$ cat config.mk
export PLATFORM = sky130hd
export DESIGN_NAME = mean_accum
export DESIGN_NICKNAME = d
export VERILOG_FILES = /design/src/ln_pkg.sv /design/src/mean_accum.sv
export SDC_FILE = /design/constraint.sdc
export NUM_CORES = 1
export LEC_CHECK = 0
export BUFFER_PORTS_ARGS = -buffer_cell sky130_fd_sc_hd__buf_2
export CAP_MARGIN = 15
export CORE_ASPECT_RATIO = 2
export CORE_UTILIZATION = 55
export CTS_BUF_LIST = sky130_fd_sc_hd__clkbuf_4
export CTS_CLUSTER_DIAMETER = 150
export DETAILED_ROUTE_END_ITERATION = 10
export GPL_TIMING_DRIVEN = 0
export PLACE_DENSITY = 0.81
export RECOVER_POWER = 50
export REMOVE_ABC_BUFFERS = 1
export SLEW_MARGIN = 30
export SYNTH_ARGS = -nofsm -noshare
export SYNTH_HDL_FRONTEND = slang
export SYNTH_SLANG_ARGS = --single-unit
$ cat constraint.sdc
create_clock -name clk -period 4.25 [get_ports clk]
set_input_delay 0.85 -clock clk [delete_from_list [all_inputs] [get_ports clk]]
set_output_delay 0.85 -clock clk [all_outputs]
set_load 0.05 [all_outputs]
$ cat src/ln_pkg.sv
package ln_pkg;

    localparam int LANES    = 8;
    localparam int LANE_LOG = $clog2(LANES);

    // enough headroom for 256 beats of 8 lanes
    localparam int ACC_W = 24;

    typedef logic signed [7:0]       elem_t;
    typedef logic signed [8:0]       centered_t;
    typedef logic signed [16:0]      prod_t;
    typedef logic signed [10:0]      tree_sum_t;
    typedef logic signed [ACC_W-1:0] acc_t;
    typedef logic [3:0]              shift_t;

    // lane 0 in the low byte
    typedef elem_t [LANES-1:0] lane_vec_t;

    typedef struct packed {
        lane_vec_t data;
        lane_vec_t gamma;
        lane_vec_t beta;
    } beat_t;

    typedef enum logic [1:0] {
        COLLECT,
        WAIT_MEAN,
        REPLAY
    } phase_t;

endpackage

$ cat src/mean_accum.sv
`timescale 1ns/1ps

module mean_accum import ln_pkg::*; #(
    parameter int BEATS = 32
) (
    input  logic      clk,
    input  logic      rstn,
    input  tree_sum_t sum,
    input  logic      sum_vld,
    output elem_t     mean,
    output logic      mean_vld
);

    localparam int CNT_W      = $clog2(BEATS);
    localparam int MEAN_SHIFT = CNT_W + LANE_LOG;

    logic [CNT_W-1:0] cnt;
    acc_t             acc;
    acc_t             total;

    // running sum including the beat arriving now
    assign total = acc + acc_t'(sum);

    always_ff @(posedge clk or negedge rstn) begin
        if (!rstn) begin
            cnt      <= '0;
            acc      <= '0;
            mean_vld <= 1'b0;
        end else begin
            mean_vld <= 1'b0;
            if (sum_vld) begin
                cnt <= cnt + 1'b1;
                if (cnt == CNT_W'(BEATS - 1)) begin
                    acc      <= '0;
                    mean_vld <= 1'b1;
                end else begin
                    acc <= total;
                end
            end
        end
    end

    // floor divide by BEATS * LANES
    always_ff @(posedge clk) begin
        if (sum_vld && cnt == CNT_W'(BEATS - 1)) begin
            mean <= elem_t'(total >>> MEAN_SHIFT);
        end
    end

    // one mean per vector, never back to back
    a_mean_single: assert property (@(posedge clk) disable iff (!rstn)
        mean_vld |=> !mean_vld)
        else $error("mean_vld high for two cycles");

endmodule

# Word level (Yosys, flattened, before mapping)
# Index checks and enable logic that the tools add are counted.
# Widths: inputs -> output; s select.
[totals] ff_bits=38 elab_cells=11 output_inout_bits=9 in_bits=14
[op_classes] add_sub_neg=2 n_mux=3 n_eq_ne=1 reduce_logical=1
[ops] operator="$add 24x11->24" n=1
[ops] operator="$mux 24" n=1
[ops] operator="$add 5x1->5 const B" n=1
[ops] operator="$eq 5x5->1 const B" n=1
[ops] operator="$mux 1" n=2
[ops] operator="$logic_and 1x1->1" n=1

# Depth between registers and ports, before layout
[depth] word_depth=3 depth_mapped=9

# Least setup slack after synthesis
# No wires, ideal clock.
[synth_path] kind="in2reg" startpoint="input port sum[0]" endpoint="register acc[12]" setup_slack_ps=1637 cell_stages=9 required_ps=4129 path_buffers=0 t_arrival_ps=2492 setup_time_ps=121 cell_sequence="ha_1 > inv_1 > fa_1 > nor2b_1 > o21bai_1 > a311oi_2 > o221ai_1 > xnor2_1 > a22o_1"
[synth_via] elab_chain_len=2
[synth_rtl] element="start, declared" line_no="mean_accum.sv:8" source="input tree_sum_t sum,"
[synth_rtl] element="$add 24x11->24" line_no="mean_accum.sv:22" source="assign total = acc + acc_t'(sum);"
[synth_rtl] element="via total[12]" line_no="mean_accum.sv:19" source="acc_t total;"
[synth_rtl] element="$mux 24" line_no="mean_accum.sv:33" source="if (cnt == CNT_W'(BEATS - 1)) begin"
[synth_rtl] element="end signal, assigned" line_no="mean_accum.sv:37" source="acc <= total;"
[synth_rtl] element="end, declared" line_no="mean_accum.sv:18" source="acc_t acc;"
# The timed path passes the listed nets, and every way through them passes these cells.
# A chain may end at the register's enable or synchronous reset.

# Worst setup path after layout
# Same ends and word-level chain as after synthesis.

==> metrics.yaml <==
grt:
  grt_max_degree: 23
  grt_pass1_vias: 1490
  grt_use_total_pct: 22.7
  overflow: 0
  antenna_found_initial: 0
  grt_pass1_wl_um: 6310
floorplanning:
  start_util_pct: 58.2
  die_h_um: 84.2
  chipWidth_um: 43.1
  die-area_um2: 3630
  ioPinCount: 23
  core.rowCount: 29
  core_um2: 3190
synthesis:
  yosys-top-cells-area: "dfrtp_1 (30%), edfxtp_1 (13%), ha_1 (11%)"
  ys_async_sr_fraction_pct: 73.3
  synth_cells: 176
  synth_top_area_share_pct: 29.6
  ys_seq_elements: 30
  syn_area_um2: 1860
  ys_seq_area_share_pct: 42.6
  synth_edf_count: 8
  yosysMostFrequentCell: "dfrtp_1"
  yosys.area.top_type: "dfrtp_1"
  synth.avg_cell_area_um2: 10.6
  yosys.cell_types.count: 48
  synth-warning-count: 0
  ys_top_cells_by_count: "dfrtp_1 (22), ha_1 (17), nand2_1 (14)"
  ys.flop_type: "dfrtp_1"
drt:
  via_count: 1483
  finalWirelength_um: 3820
  drc: 0
  drt_iter0_drc: 23
  wl_per_cell_um: 16.4
  ant_nets: 0
  routed_via_density: 6.36
  dr.pass1.iters: 4
place:
  dp_hpwl_um: 2900
  io_buffer_count: 22
  place_area_um2: 1980
  gp_congestion: 0.888
flow_run:
  drv_cap: 0
sta:
  slew_violations: 0
  final-hold-violation-count: 0
  finalCriticalPeriod_ps: 2640
  rsz0062_at_grt: "no"
  finClkSkew_ps: 9.35
  worst_slew_pin_slew_ps: 1240
  fin_tns_setup_ps: 0
  period_share_pct: 62.1
  max-slew-margin-rel_pct: 17.4
  setup_violations: 0
  timing.fmax_mhz: 379
critical_path:
  crit_path_max_fanout: 3
  crit_type: "in2reg"
  reg2reg_from: "acc[0]$_DFFE_PN0P_"
  required_ps: 4480
  r2r_end: "acc[12]$_DFFE_PN0P_"
  startpoint_type: "primary input"
  r2r_slack_ps: 1840
  rr_worst_depth: 9
  end_kind: "register"
  worst_ep_arrival_time_ps: 2870
cts:
  cts_max_level: 2
  cts_tree: "done"
  cts_resized: 0
  clk_latency_ps: 330
  clockBufferDepth: 2
  cts.sinks: 30
  clockRootBuffer: "clkbuf_4"
  path_clk_slew_ps: 100
  cts_buffers: 5
  post-cts-setup-buffers: 0
  ctsHoldBuffers: 0
layout:
  utilization_pct: 63.3
  fin_area_um2: 2020
  areaGrowthSynthToFinish_pct: 8.75
  drive_gt1_share_pct: 14.9
  diodes: 0
  fin_nets: 233
pwr:
  irDropWorstVdd_v: 0.000416
  total_power_mw: 1.49
  leakage_nw: 0.908
  power_density_nw_per_um2: 740
hold_path:
  hp-start: "cnt[3]$_DFFE_PN0P_"
  hp-class: "reg2reg"
  holdPathStages: 1
  min_to: "cnt[3]$_DFFE_PN0P_"
outcome:
  status: "finished clean"
where the power goes:
part / internal, mW / switching (mW) / leakage, nW
logic: 0.368 / 0.457 / 0.534
clock network: 0.0692 / 0.0998 / 0.0354
registers: 0.430 / 0.0705 / 0.338
per-stage QoR:
step / std cells / hold WS, ps / setup slack (ps)
after floorplan: 172 / 438 / 1640
after global placement: 225 / 452 / 1310
after detailed placement: 225 / 457 / 1280
after CTS: 233 / 475 / 1640
after global routing: 233 / 498 / 1510
final: 233 / 475 / 1610
kinds of logic after synthesis:
group           count (synthesis)  share of synthesized area (%)
compound gates                 50                           20.2
xor+xnor                       14                           6.60
fa+ha+maj                      18                           12.5
buf+inv                        12                           3.30
flops                          30                           42.6
mux                             3                           1.75
simple gates                   49                           13.1
metal layers:
metal | wire, µm | part of all wire, % | global-route usage, % | vias up
met3 | 137 | 3.6 | 4.30 | 19
li1 | - | - | - | 704
met2 | 2060 | 54 | 40.0 | 48
met5 | 0 | 0 | 0 | -
met4 | 167 | 4.4 | 15.2 | 0
met1 | 1450 | 38 | 22.8 | 712
worst max-delay path, cell delays in order:
cell and delay (ps):
buf_2 80, ha_1 170, inv_1 60, fa_1 380, nor2b_1 210, o21bai_1 120, a311oi_2 400, o221ai_1 230
xnor2_1 180, a22o_1 180
worst max-delay path by stage:
stage	slack [ps]	end	from	cells after the start
2_1_floorplan	1640	acc[12]$_DFFE_PN0P_	sum[0]	9
3_3_place_gp	1310	acc[12]$_DFFE_PN0P_	sum[0]	10
3_5_place_dp	1280	acc[12]$_DFFE_PN0P_	sum[0]	10
4_1_cts	1640	acc[12]$_DFFE_PN0P_	sum[0]	10
5_1_grt	1510	acc[12]$_DFFE_PN0P_	sum[0]	10
6_report	1610	acc[12]$_DFFE_PN0P_	sum[0]	10
state kept, by name, summed over array words and instances (netlist names):
signal and count:
mean_vld 1, mean 8, cnt 5, acc 16
cells in the final DEF, fill, tap and decap left out, drive strengths merged, types with 2 or more instances in the layout:
cell type  netlist  layout
dfrtp           22      22
ha              17      17
nand2           14      14
buf              3      14
clkbuf           1      14
nor2            13      13
xnor2           10      10
o21ai           10      10
a21oi            9       9
a22o             9       9
inv              8       8
edfxtp           8       8
nor3             4       4
xor2             4       4
nand3            3       3
o21a             3       3
and3             3       3
and2             3       3
o41ai            3       3
a211oi           2       2
nor2b            2       2
o21bai           2       2
o32ai            2       2
mux2             2       2
clkinv           0       2
a21o             2       2
final cells by class:
type,instances,area [µm²]
timing repair buffer,22,100
sequential,30,791
inverter,8,30.0
clock buffer,6,45.0
tap,31,38.8
clock inverter,2,10.0
multi-input combinational,134,1010
fill,277,1170
Note: power is estimated with default switching activity, not from simulation.
