### src/ln_pkg.sv
package ln_pkg;

    localparam int LANES    = 8;
    localparam int LANE_LOG = $clog2(LANES);

    // enough headroom for 256 beats of 8 lanes
    localparam int ACC_W = 24;

    typedef logic signed [7:0]       elem_t;
    typedef logic signed [8:0]       centered_t;
    typedef logic signed [16:0]      prod_t;
    typedef logic signed [10:0]      tree_sum_t;
    typedef logic signed [ACC_W-1:0] acc_t;
    typedef logic [3:0]              shift_t;

    // lane 0 in the low byte
    typedef elem_t [LANES-1:0] lane_vec_t;

    typedef struct packed {
        lane_vec_t data;
        lane_vec_t gamma;
        lane_vec_t beta;
    } beat_t;

    typedef enum logic [1:0] {
        COLLECT,
        WAIT_MEAN,
        REPLAY
    } phase_t;

endpackage

### src/adder_tree.sv
`timescale 1ns/1ps

module adder_tree import ln_pkg::*; (
    input  logic      clk,
    input  logic      rstn,
    input  lane_vec_t data,
    input  logic      vld,
    output tree_sum_t sum,
    output logic      sum_vld
);

    localparam int W0 = $bits(elem_t);

    // stage 0 operands, registered
    logic signed [W0-1:0] s0_in  [LANES];
    logic signed [W0:0]   s0_out [LANES/2];
    // stage 1 is purely combinational
    logic signed [W0+1:0] s1_out [LANES/4];
    // stage 2 operands, registered again
    logic signed [W0+1:0] s2_in  [LANES/4];
    logic                 s0_vld;

    always_ff @(posedge clk) begin
        if (vld) begin
            for (int k = 0; k < LANES; k++) begin
                s0_in[k] <= data[k];
            end
        end
    end

    genvar i;
    generate
        for (i = 0; i < LANES/2; i++) begin : g_stage0
            assign s0_out[i] = s0_in[2*i] + s0_in[2*i+1];
        end
        for (i = 0; i < LANES/4; i++) begin : g_stage1
            assign s1_out[i] = s0_out[2*i] + s0_out[2*i+1];
        end
    endgenerate

    always_ff @(posedge clk) begin
        if (s0_vld) begin
            for (int k = 0; k < LANES/4; k++) begin
                s2_in[k] <= s1_out[k];
            end
        end
    end

    // final add straight off the stage 2 registers
    assign sum = s2_in[0] + s2_in[1];

    always_ff @(posedge clk or negedge rstn) begin
        if (!rstn) begin
            s0_vld  <= 1'b0;
            sum_vld <= 1'b0;
        end else begin
            s0_vld  <= vld;
            sum_vld <= s0_vld;
        end
    end

endmodule

### config.mk
export PLATFORM = sky130hd
export DESIGN_NAME = adder_tree
export DESIGN_NICKNAME = d
export VERILOG_FILES = /design/src/ln_pkg.sv /design/src/adder_tree.sv
export SDC_FILE = /design/constraint.sdc
export NUM_CORES = 1
export LEC_CHECK = 0
export ABC_AREA = 0
export BUFFER_PORTS_ARGS = -buffer_cell sky130_fd_sc_hd__clkbuf_2
export CAP_MARGIN = 20
export CELL_PAD_IN_SITES_DETAIL_PLACEMENT = 0
export CELL_PAD_IN_SITES_GLOBAL_PLACEMENT = 1
export CORE_ASPECT_RATIO = 0.75
export CORE_MARGIN = 2
export CORE_UTILIZATION = 30
export CTS_CLUSTER_DIAMETER = 50
export DETAILED_ROUTE_END_ITERATION = 16
export PLACE_DENSITY_LB_ADDON = 0.1
export SLEW_MARGIN = 20
export SYNTH_ARGS = -nofsm -noshare
export SYNTH_HDL_FRONTEND = slang
export SYNTH_SLANG_ARGS = --single-unit
### constraint.sdc
create_clock -name clk -period 6.5 [get_ports clk]
set_clock_uncertainty 0.05 [all_clocks]
set_input_delay 0.325 -clock clk [delete_from_list [all_inputs] [get_ports clk]]
set_output_delay 0.325 -clock clk [all_outputs]
set_load 0.05 [all_outputs]
After elaboration in Yosys (flattened, before gate mapping)
Memories as Yosys holds them, arrays and structs flattened.
Index checks and enable logic that the tools add are counted.
Widths: inputs -> output; s select.
{ "word_totals": {"regBits": 2, "inputBits": 67, "n_memories": 2, "output_inout_bits": 12, "wordCells": 15, "mem_bits_rw": 84} }
{ "op_classes": {"mux": 4, "addsub": 7} }
{ "mem_list": {"columns": ["name", "words", "word_bits", "read_ports", "rd_clocked_by_memory_dff", "write_ports", "line", "text"], "rows": [
  ["s0_in", 8, 8, 8, 0, 8, "adder_tree.sv:15", "logic signed [W0-1:0] s0_in [LANES];"],
  ["s2_in", 2, 10, 2, 0, 2, "adder_tree.sv:20", "logic signed [W0+1:0] s2_in [LANES/4];"]
]} }
{ "ops": {"columns": ["operator", "count"], "rows": [
  ["$add 8x8->9", 4],
  ["$add 9x9->10", 2],
  ["$add 10x10->11", 1],
  ["$mux 1", 4]
]} }

Depth between registers and ports, before layout
{ "logic_depth": {"word_depth": 2, "mapped_depth": 11, "depth_no_buf": 11} }

Worst setup path after synthesis
Ideal clock, no wire load.
{ "synth_timing": {"kind": "flip-flop to flip-flop", "from": "memory s0_in[0][1] (netlist name)", "to": "memory s2_in[0][9] (netlist name), data pin", "setup_slack_ns": 3.355, "path_buffers": 0, "arrival_time_ns": 2.837, "stages_incl_launch_ff": 10, "period_less_slack_ns": 3.145, "setup_ns": 0.258, "cell_sequence": "edfxtp_1 -> fa_1 -> fa_1 -> ha_1 -> fa_1 -> a21o_1 -> a2111oi_4 -> o21bai_1 -> a21oi_2 -> xnor2_1"} }
{ "synth_rtl": {"columns": ["element", "line"], "rows": [
  ["from (decl)", "adder_tree.sv:15"],
  ["to (decl)", "adder_tree.sv:20"]
]} }

==> results.yml <==
outcome:
  run_status: "complete, no violations"
yosys:
  yosysTopAreaCell: "edfxtp_1"
  post-synth-top-count-cell: "edfxtp_1"
  synthDominantCellAreaShare: 0.546
  synth.yosys.seq_area_share: 0.557
  synthArstFlopShare: 0.0233
  post_synth_instance_area_um2: 4620
  number_of_distinct_standard_cells_referenced_by_the_synthesized_netlist: 33
  ys_top_cells_by_area: "edfxtp_1, fa_1, ha_1"
  synthesis.area_per_instance_um2: 14.4
  synth-warning-count: 0
  synth_seq_cells: 86
  post_synth_edffs: 84
  flip_flop_cell_with_the_highest_count_after_synthesis: "edfxtp_1"
  netlist_instances: 320
  synth_fp_nets: 450
  netlist_top_cells_count: "edfxtp_1, inv_1, fa_1, ha_1, xnor2_1"
global_routing:
  grt.total_usage: 0.0996
  globalRouteOverflowTotal: 0
  initial_antenna_violation_count: 0
  grt_pass1_wl_mm: 12.5
  grt_start_max_net_pins: 66
  first_global_vias: 2667
job:
  drv_cap: 0
cells_and_area:
  multi_input_area_um2: 1740
  fraction_of_layout_cells_with_a_size_suffix_above_1: 0.251
  post-route-util: 0.367
  syn2layout_area_growth_pct: 20.3
  antenna-diode-count: 0
  area.sequential_um2: 2570
  design.final.nets: 540
  layout.filler_cells: 1511
min_path:
  worstHoldEndpoint: "s0_in[0][12]$_DFFE_PP_"
  hold_class: "in -> reg"
  hp-start: "data[12]"
  hold_path_depth: 1
die:
  design.portCount: 79
  initial_utilization: 0.305
  die_x_um: 147
  placeableCoreArea_um2: 15100
  die_height_um: 111
  dieArea_um2: 16400
  floorplan.rows: 39
drt:
  dr.first_iter.drc_count: 123
  drt_pass1_iterations: 4
  detail_route.vias_per_cell: 3.96
  routed-via-count: 2455
  drt.antenna.violating_nets: 0
  post-route-drc-count: 0
  wire_per_inst_um: 11.7
  finalWirelength_mm: 7.23
critical_path:
  timing.reg2reg.setup_slack_ps: 3200
  worst_setup_path_start_kind: "flip-flop"
  crit-reg2reg-capture: "s2_in[0][19]$_DFFE_PP_"
  cp.arrival_ps: 3350
  required_ps: 6540
  reg2reg_from: "s0_in[1][1]$_DFFE_PP_"
  end_kind: "flip-flop"
  critical_path_class: "reg -> reg"
  ff2ff_path_depth: 11
  critical_path_peak_fanout: 2
placed_design:
  gp_congestion: 0.667
  count_of_port_buffers_added_during_placement: 78
  post-dp-hpwl_mm: 5.50
  dp_worst_setup_slack_ps: 3180
cts:
  cts-root-to-sink-buffers: 2
  clock-sinks: 86
  clock-root-buffer: "clkbuf_16"
  clock_buffers_created_by_tritoncts: 9
  clk-insertion-delay-late_ps: 340
  cts.htree.levels: 3
  clkTransAtPathRegs_ps: 60
  tritoncts: "built"
sta:
  period_share: 0.508
  setup-tns-final_ps: 0
  finalWorstPathRequiredPeriod_ps: 3300
  final-hold-violation-count: 0
  setup_viol: 0
  worst_slack_ps: 3200
  worst_slew_pin_tran_ps: 910
  slew_viol_final: 0
  slew_headroom: 0.393
  timing.fmax_ghz: 0.303
  rsz0062_at_grt: "false"
pwr:
  areal_power_density_over_the_cells_nw_per_um2: 498
  p_leak_nw: 2.46
  ir_worst_vdd_v: 0.000347
cell type report:
type                       count  area share
inverter                      79      0.0534
multi-input combinational    154       0.314
clock inverter                 4     0.00405
clock buffer                  12      0.0462
timing repair buffer          80      0.0734
tap                          205      0.0462
sequential                    86       0.463
kinds of logic (layout without fill, tap and decap cells):
logic type	after synthesis	in the layout	share of synthesized area
buffers and inverters	80	175	0.0653
AOI/OAI and AO/OA	33	33	0.0621
DFF	86	86	0.557
muxes	1	1	0.00217
and+or+nand+nor	34	34	0.0417
xor gates and xnor gates	23	23	0.0436
adders and majority gates	63	63	0.228
report_power, final:
part           switching, W  internal [W]  leakage [nW]
registers         0.0000354      0.000750         0.845
logic              0.000981      0.000518          1.47
clock network      0.000205      0.000278         0.138
state kept, by name, summed over array words and instances, names as in the netlist:
| signal | cells |
|---|---|
| s2_in | 20 |
| s0_vld | 1 |
| sum_vld | 1 |
| s0_in | 64 |
layer usage:
metal  up-vias  track usage  share of wire
li1       1247            -              -
met2        56        0.136           0.41
met3        10       0.0389          0.063
met4         0       0.0404          0.018
met1      1142        0.141           0.51
met5         -            0              0
how the worst max path moves through the flow:
stage	to	slack (ps)	from	cells after the start
final	s2_in[0][19]$_DFFE_PP_	3200	s0_in[1][1]$_DFFE_PP_	11
after global routing	s2_in[0][19]$_DFFE_PP_	2990	s0_in[1][1]$_DFFE_PP_	11
after CTS	s2_in[0][19]$_DFFE_PP_	3170	s0_in[1][1]$_DFFE_PP_	11
after detailed placement	s2_in[0][9]$_DFFE_PP_	3180	s0_in[0][1]$_DFFE_PP_	9
after global placement	s2_in[0][9]$_DFFE_PP_	3230	s0_in[0][1]$_DFFE_PP_	9
after floorplan	s2_in[0][9]$_DFFE_PP_	3360	s0_in[0][1]$_DFFE_PP_	9
critical path: stages, from the launching register on:
cell and delay [ps]:
edfxtp_1 340, inv_1 60, fa_1 530, inv_1 50, fa_1 450, ha_1 250, fa_1 410, a21o_1 220
a2111oi_4 330, o21bai_1 130, a21oi_2 160, xnor2_1 70
placed cells by master, fill, tap and decap left out, types with 3 or more instances in the layout:
cell type  count
edfxtp_1      84
inv_1         79
clkbuf_2      78
fa_1          35
ha_1          28
xnor2_1       15
a21oi_1        9
clkbuf_16      9
xor2_1         8
nor2_1         7
nand3_1        6
nand2_1        5
a21o_1         4
o21bai_1       4
and3_4         3
and3_1         3
a2111oi_4      3
o21ai_1        3
clkinv_2       3
stage by stage:
stage          cell area [µm²]  std cells  hold WS (ps)  total power [W]
6_report                  5550        620           104          0.00277
2_1_floorplan             4620        320         -20.6          0.00198
5_1_grt                   5550        620          85.5          0.00300
4_1_cts                   5550        620          82.3          0.00283
3_5_place_dp              5270        603          62.3          0.00233
3_3_place_gp              5270        603          60.2          0.00232
what timing repair did:
item                                   CTS  global route
endpoints found under the hold margin    2             0
setup endpoints to repair                0             0
gates resized for setup                  0             0
hold buffers                             1             0
buffers inserted                         0             0
Note: power is estimated with default switching activity, not from simulation.
