`config.mk`:
```
export PLATFORM = sky130hd
export DESIGN_NAME = affine_lanes
export DESIGN_NICKNAME = d
export VERILOG_FILES = /design/src/ln_pkg.sv /design/src/affine_lanes.sv
export SDC_FILE = /design/constraint.sdc
export NUM_CORES = 2
export LEC_CHECK = 0
export ABC_AREA = 1
export CAP_MARGIN = 20
export CORE_ASPECT_RATIO = 0.7
export CORE_MARGIN = 1
export CORE_UTILIZATION = 25
export CTS_BUF_LIST = sky130_fd_sc_hd__clkbuf_8
export DETAILED_ROUTE_END_ITERATION = 12
export DONT_BUFFER_PORTS = 1
export GPL_TIMING_DRIVEN = 0
export SYNTH_ARGS = -nofsm -noshare
export SYNTH_HDL_FRONTEND = slang
export SYNTH_SLANG_ARGS = --single-unit
```
`constraint.sdc`:
```
create_clock -name clk -period 4.1 [get_ports clk]
set_clock_uncertainty 0.1 [all_clocks]
set_input_delay 0.615 -clock clk [delete_from_list [all_inputs] [get_ports clk]]
set_output_delay 0.615 -clock clk [all_outputs]
set_load 0.03 [all_outputs]
```
`src/ln_pkg.sv`:
```
package ln_pkg;

    localparam int LANES    = 8;
    localparam int LANE_LOG = $clog2(LANES);

    // enough headroom for 256 beats of 8 lanes
    localparam int ACC_W = 24;

    typedef logic signed [7:0]       elem_t;
    typedef logic signed [8:0]       centered_t;
    typedef logic signed [16:0]      prod_t;
    typedef logic signed [10:0]      tree_sum_t;
    typedef logic signed [ACC_W-1:0] acc_t;
    typedef logic [3:0]              shift_t;

    // lane 0 in the low byte
    typedef elem_t [LANES-1:0] lane_vec_t;

    typedef struct packed {
        lane_vec_t data;
        lane_vec_t gamma;
        lane_vec_t beta;
    } beat_t;

    typedef enum logic [1:0] {
        COLLECT,
        WAIT_MEAN,
        REPLAY
    } phase_t;

endpackage

```
`src/affine_lanes.sv`:
```
`timescale 1ns/1ps

module affine_lanes import ln_pkg::*; (
    input  logic      clk,
    input  logic      rstn,
    input  beat_t     beat,
    input  logic      vld,
    input  logic      last,
    input  elem_t     mean,
    input  shift_t    shift,
    output lane_vec_t out_data,
    output logic      out_vld,
    output logic      out_last
);

    localparam int BIAS_W = $bits(prod_t) + 1;

    centered_t               centered [LANES];
    prod_t                   prod     [LANES];
    prod_t                   prod_q   [LANES];
    elem_t                   beta_q   [LANES];
    logic signed [BIAS_W-1:0] biased  [LANES];
    elem_t                   sat      [LANES];
    logic                    vld_q;
    logic                    last_q;

    always_comb begin
        for (int l = 0; l < LANES; l++) begin
            centered[l] = beat.data[l] - mean;
            prod[l]     = centered[l] * beat.gamma[l];
        end
    end

    // stage 1
    always_ff @(posedge clk) begin
        if (vld) begin
            for (int l = 0; l < LANES; l++) begin
                prod_q[l] <= prod[l];
                beta_q[l] <= beat.beta[l];
            end
        end
    end

    // shift, bias, clamp to int8
    always_comb begin
        for (int l = 0; l < LANES; l++) begin
            biased[l] = (prod_q[l] >>> shift) + beta_q[l];
            if (biased[l] > BIAS_W'(127)) begin
                sat[l] = 8'sd127;
            end else if (biased[l] < -BIAS_W'(128)) begin
                sat[l] = -8'sd128;
            end else begin
                sat[l] = elem_t'(biased[l]);
            end
        end
    end

    // stage 2
    always_ff @(posedge clk) begin
        if (vld_q) begin
            for (int l = 0; l < LANES; l++) begin
                out_data[l] <= sat[l];
            end
        end
    end

    always_ff @(posedge clk or negedge rstn) begin
        if (!rstn) begin
            vld_q    <= 1'b0;
            last_q   <= 1'b0;
            out_vld  <= 1'b0;
            out_last <= 1'b0;
        end else begin
            vld_q    <= vld;
            last_q   <= vld && last;
            out_vld  <= vld_q;
            out_last <= last_q;
        end
    end

endmodule

```
# ---- Word-level counts from Yosys, hierarchy flattened
# Memory sizes are Yosys's and may differ from the RTL's.
# Index checks and enable logic that the tools add are counted.
dict set report totals {
  mem_bits_rw 200
  register_bits 68
  inputBits 208
  mem_count 2
  wordCells 73
  out_inout_bits 66
}
dict set report op_classes {
  n_reduce_logical 1
  n_lt_le_gt_ge 16
  muxes 10
  shift 8
  addsub 16
  mul 8
}
# memory words word_bits rd rd_ports_with_merged_regs write_ports line
set mem_list {}
lappend mem_list {prod_q 8 17 8 0 8 affine_lanes.sv:20} ;# prod_t prod_q [LANES];
lappend mem_list {beta_q 8 8 8 0 8 affine_lanes.sv:21} ;# elem_t beta_q [LANES];
# op count
set op_table {}
lappend op_table {{$add 18x8->18} 8}
lappend op_table {{$gt 18x8->1 const B} 8}
lappend op_table {{$lt 18x8->1 const B} 8}
lappend op_table {{$sshr 17x4->18} 8}
lappend op_table {{$mul 9x8->17} 8}
lappend op_table {{$sub 8x8->9} 8}
lappend op_table {{$mux 8} 8}
lappend op_table {{$mux 1} 2}
lappend op_table {{$logic_and 1x1->1} 1}

# ---- Longest topological paths before layout
dict set report logic_depth {
  word_depth 4
  depth_mapped 34
  depth_no_buf 34
}

# ---- Worst setup path after synthesis
# Ideal clock, no wire load.
dict set report synth_timing {
  kind {input port to flip-flop}
  from {input beat[136] (netlist name)}
  to {memory prod_q[0][33] (netlist name) (data pin)}
  arrival_ns 5.786
  setup_ns 0.262
  required_time_ns 3.738
  path_stages 28
  slack_ns -2.049
  path_buffers 0
  path_cell_list {inv_1 -> ha_1 -> fa_1 -> nand3b_1 -> and2_1 -> or2_1 -> nand2_1 -> a21oi_1 -> or2_1 -> nand2_1 -> inv_1 -> nand2_1 -> fa_1 -> fa_1 -> inv_1 -> fa_1 -> inv_1 -> fa_1 -> inv_1 -> ha_1 -> nand2_1 -> o21ai_0 -> a21oi_1 -> o21ai_0 -> nand2_1 -> nand2_1 -> a21oi_1 -> xor2_1}
}
# element line
set synth_rtl {}
lappend synth_rtl {{from (decl)} affine_lanes.sv:6} ;# input beat_t beat,
lappend synth_rtl {{to (decl)} affine_lanes.sv:20}

==> results.cfg <==
[run_status]
status = complete, but fails checks
violations = setup timing

[placed_design]
dp_hpwl_mm = 140
port_buffers = 0
dp_slack_ns = -3.33
routabilityCongestion = 1.01
dpl_cell_area_um2 = 49500

[drt]
routed_wl_mm = 171
vias_per_cell = 4.69
dr.pass1.iters = 6
routedWlPerCell_um = 19.0
drtAntennaViolNets = 0
vias = 42300
drcViolationCount = 0
drt_iter0_markers = 3903

[power]
ir_drop_v = 0.000774
power_mw = 53.3
p_leak_nw = 26.6
p_per_area_nw_per_um2 = 966

[critical_path]
critPathLaunchType = input port
r2r_setup_slack_ns = -0.25
timing.rr.end = out_data[18]
cpMaxStageDelayCell = fa_1
crit_type = input port to flop
cp.arrival_ns = 5.88
cpPeakStageDelay_ns = 0.55
crit_required_ns = 4.39
path_max_fanout = 8
r2r_start = prod_q[0][44]
worstRegToRegCells = 19
cp_common_cell = a21oi_2
end_kind = flop

[synthesis]
async_flop_share_pct = 1.49
ys_types = 53
avgSynthCellArea_um2 = 7.37
synth_flop_cell = edfxtp_1
syn_area_um2 = 45900
yosysWarnings = 0
synthCells = 6219
synth_edf_count = 264
syn_nets = 7379
ys_seq_area_share_pct = 17.5
ys_ff_latch = 268

[run]
drv_cap = 0

[hold_path]
whs_path_depth = 2
worstHoldStart = last
min_path_type = input port to flop
holdPathEnd = last_q

[timing]
worstMarginPinSlew_ns = 1.03
post-route-period-util_pct = 136
max_freq_mhz = 179
rsz0062_at_grt = yes
setup_viol = 151
worst_slack_ns = -1.49
hold_viol = 0
slew_violations = 0
min_period_ns = 5.59
holdWs_ns = 0.0503
slew_headroom_pct = 31.4

[floorplan]
initial_core_util_pct = 25.2
coreArea_um2 = 182000
die_h_um = 360
num_rows = 131
die_area_um2 = 185000
fp.dieW_um = 514
io_pins = 274

[cells_and_area]
drive_above_1_share_pct = 13.9
area_delta_synth_final_pct = 20.3
fin_nets = 7670
stdcell_area_um2 = 55200
multi_input_area_um2 = 35600
fillers = 19500
ff_latch_area_um2 = 8030

[grt]
antenna_found_initial = 11
grt_util_met2_pct = 25.8
grt_max_degree = 166
met3_usage_pct = 5.60
grt_pass1_vias = 41000
grt-ovfl-total = 0
grt_util_all_layers_pct = 18.0
use_met1_pct = 26.2
grt_pass1_wl_mm = 254
top_usage_layer = met1

[clock_network]
clk-insertion-delay-late_ns = 0.67
cts_tree = done
cts_root_buffer = clkbuf_8
clk_pin_slew_ns = 0.06
cts_buffers = 48
clockBufferDepth = 3
htreeDepth = 2
clock-sinks = 268
[placed cells by master (no fill, tap or decap), types with 13 or more instances in the layout]
master,instances
a21oi_1,199
a21oi_2,72
a21oi_4,22
and2_1,16
buf_2,16
buf_4,153
buf_6,26
clkbuf_1,48
clkbuf_2,17
clkbuf_8,48
clkinv_1,14
dlygate4sd3_1,65
edfxtp_1,264
fa_1,480
fa_2,22
ha_1,356
ha_2,13
ha_4,81
inv_1,1153
inv_2,69
mux2i_1,23
nand2_1,1432
nand2_2,89
nand2_4,27
nand3_1,304
nand3_2,13
nand3b_1,23
nand4_1,45
nor2_1,593
nor2_2,32
nor3_1,15
o211ai_1,16
o21ai_0,302
o21ai_1,35
o21ai_2,47
o21bai_1,23
or2_2,24
xnor2_1,107
xor2_1,70
xor2_2,19
[what timing repair did]
action	in CTS	in global routing
hold endpoints to repair	106	0
pin swaps	169	164
hold buffers	66	0
gates resized for setup	409	299
setup endpoints to repair	163	156
buffers inserted	118	54
[synth_stat cells, types with 3 or more instances]
| master | count | area (um^2) |
|---|---|---|
| o311ai_0 | 6 | 52.6 |
| nand4_1 | 45 | 282 |
| nand3_2 | 8 | 80.1 |
| xnor2_1 | 114 | 998 |
| a21oi_1 | 291 | 1460 |
| or2_0 | 4 | 25.0 |
| ha_1 | 450 | 5630 |
| o21ai_1 | 7 | 35.0 |
| o21ai_2 | 3 | 26.3 |
| dfrtp_1 | 4 | 100 |
| o21bai_1 | 24 | 180 |
| and2_1 | 17 | 106 |
| a22oi_2 | 3 | 37.5 |
| or2_2 | 31 | 194 |
| buf_1 | 23 | 86.3 |
| nand3b_1 | 23 | 173 |
| o221ai_1 | 3 | 26.3 |
| mux2i_1 | 23 | 230 |
| nand2_1 | 1531 | 5750 |
| clkbuf_1 | 66 | 248 |
| nand3_1 | 310 | 1550 |
| nor3_1 | 19 | 95.1 |
| a21o_1 | 5 | 37.5 |
| nor2_1 | 618 | 2320 |
| o211ai_1 | 16 | 120 |
| clkinv_1 | 6 | 22.5 |
| a31oi_1 | 13 | 81.3 |
| or2_1 | 3 | 18.8 |
| nor3b_1 | 8 | 60.1 |
| a211oi_1 | 3 | 22.5 |
| edfxtp_1 | 264 | 7930 |
| fa_1 | 502 | 10000 |
| o21ai_0 | 379 | 1900 |
| buf_2 | 25 | 125 |
| inv_1 | 1225 | 4600 |
| nand2_2 | 17 | 106 |
| o21a_1 | 3 | 22.5 |
| xor2_1 | 93 | 815 |
| nor2_2 | 12 | 75.1 |
[worst max path at each step]
stage            start            end  slack [ns]  cells after the start
2_1_floorplan  mean[2]  prod_q[1][50]       -1.73                     32
3_3_place_gp   mean[2]  prod_q[1][50]       -3.22                     32
3_5_place_dp   mean[2]  prod_q[1][50]       -3.33                     32
4_1_cts        mean[2]  prod_q[1][50]       -1.45                     33
5_1_grt        mean[2]  prod_q[0][50]       -1.69                     31
6_report       mean[2]  prod_q[0][50]       -1.49                     31
[power by group]
| group | internal [mW] | total [mW] | switching (mW) |
|---|---|---|---|
| combinational | 18.4 | 43.5 | 25.1 |
| clock | 1.35 | 2.55 | 1.20 |
| sequential | 5.70 | 7.32 | 1.62 |
| total | 25.4 | 53.3 | 27.9 |
[through the flow]
stage	setup TNS (ns)	cells	util (%)
after detailed placement	-330.85	8684	27.2
after global routing	-128.57	9003	30.3
after global placement	-323.86	8679	27.1
after floorplan	-112.86	6219	-
after CTS	-89.79	8950	29.5
final	-103.38	9005	30.3
[sequential cells by signal, summed over array words and instances (netlist names)]
register / cells
prod_q: 136
beta_q: 64
out_data: 64
last_q: 1
out_last: 1
out_vld: 1
vld_q: 1
[final cells by class]
type | count | area share [%]
Clock inverter | 34 | 0.501
Buffer | 114 | 1.04
Clock buffer | 48 | 1.20
Antenna cell | 3 | 0.0136
Sequential cell | 268 | 14.6
Tap cell | 2460 | 5.58
Timing Repair Buffer | 241 | 4.04
Inverter | 1233 | 8.50
Multi-Input combinational cell | 4604 | 64.6
[logic make-up (layout without fill, tap and decap cells)]
kind of cell	Yosys count	in the layout	synth area share (%)
and+or+nand+nor	2651	2651	23.7
buffers and inverters	1347	1670	11.1
adders and majority gates	952	952	34.2
AOI/OAI and AO/OA	771	771	9.04
DFF	268	268	17.5
xor gates and xnor gates	207	207	3.95
muxes	23	23	0.502
other	0	3	0
[per-layer routing]
layer  up-vias  share of wire, %
met2      1687                40
met5         -             0.054
met1     20300                47
met4        14               2.1
li1      20100                 -
met3       184                11
[worst max-delay path: cells and delay by family]
kind	cells	cell delay [ns]
simple gates	6	0.52
compound gates	10	1.43
buf+inv	8	0.71
fa+ha+maj	6	2.48
xor+xnor	1	0.10
Power figures use the tool's default switching activity.
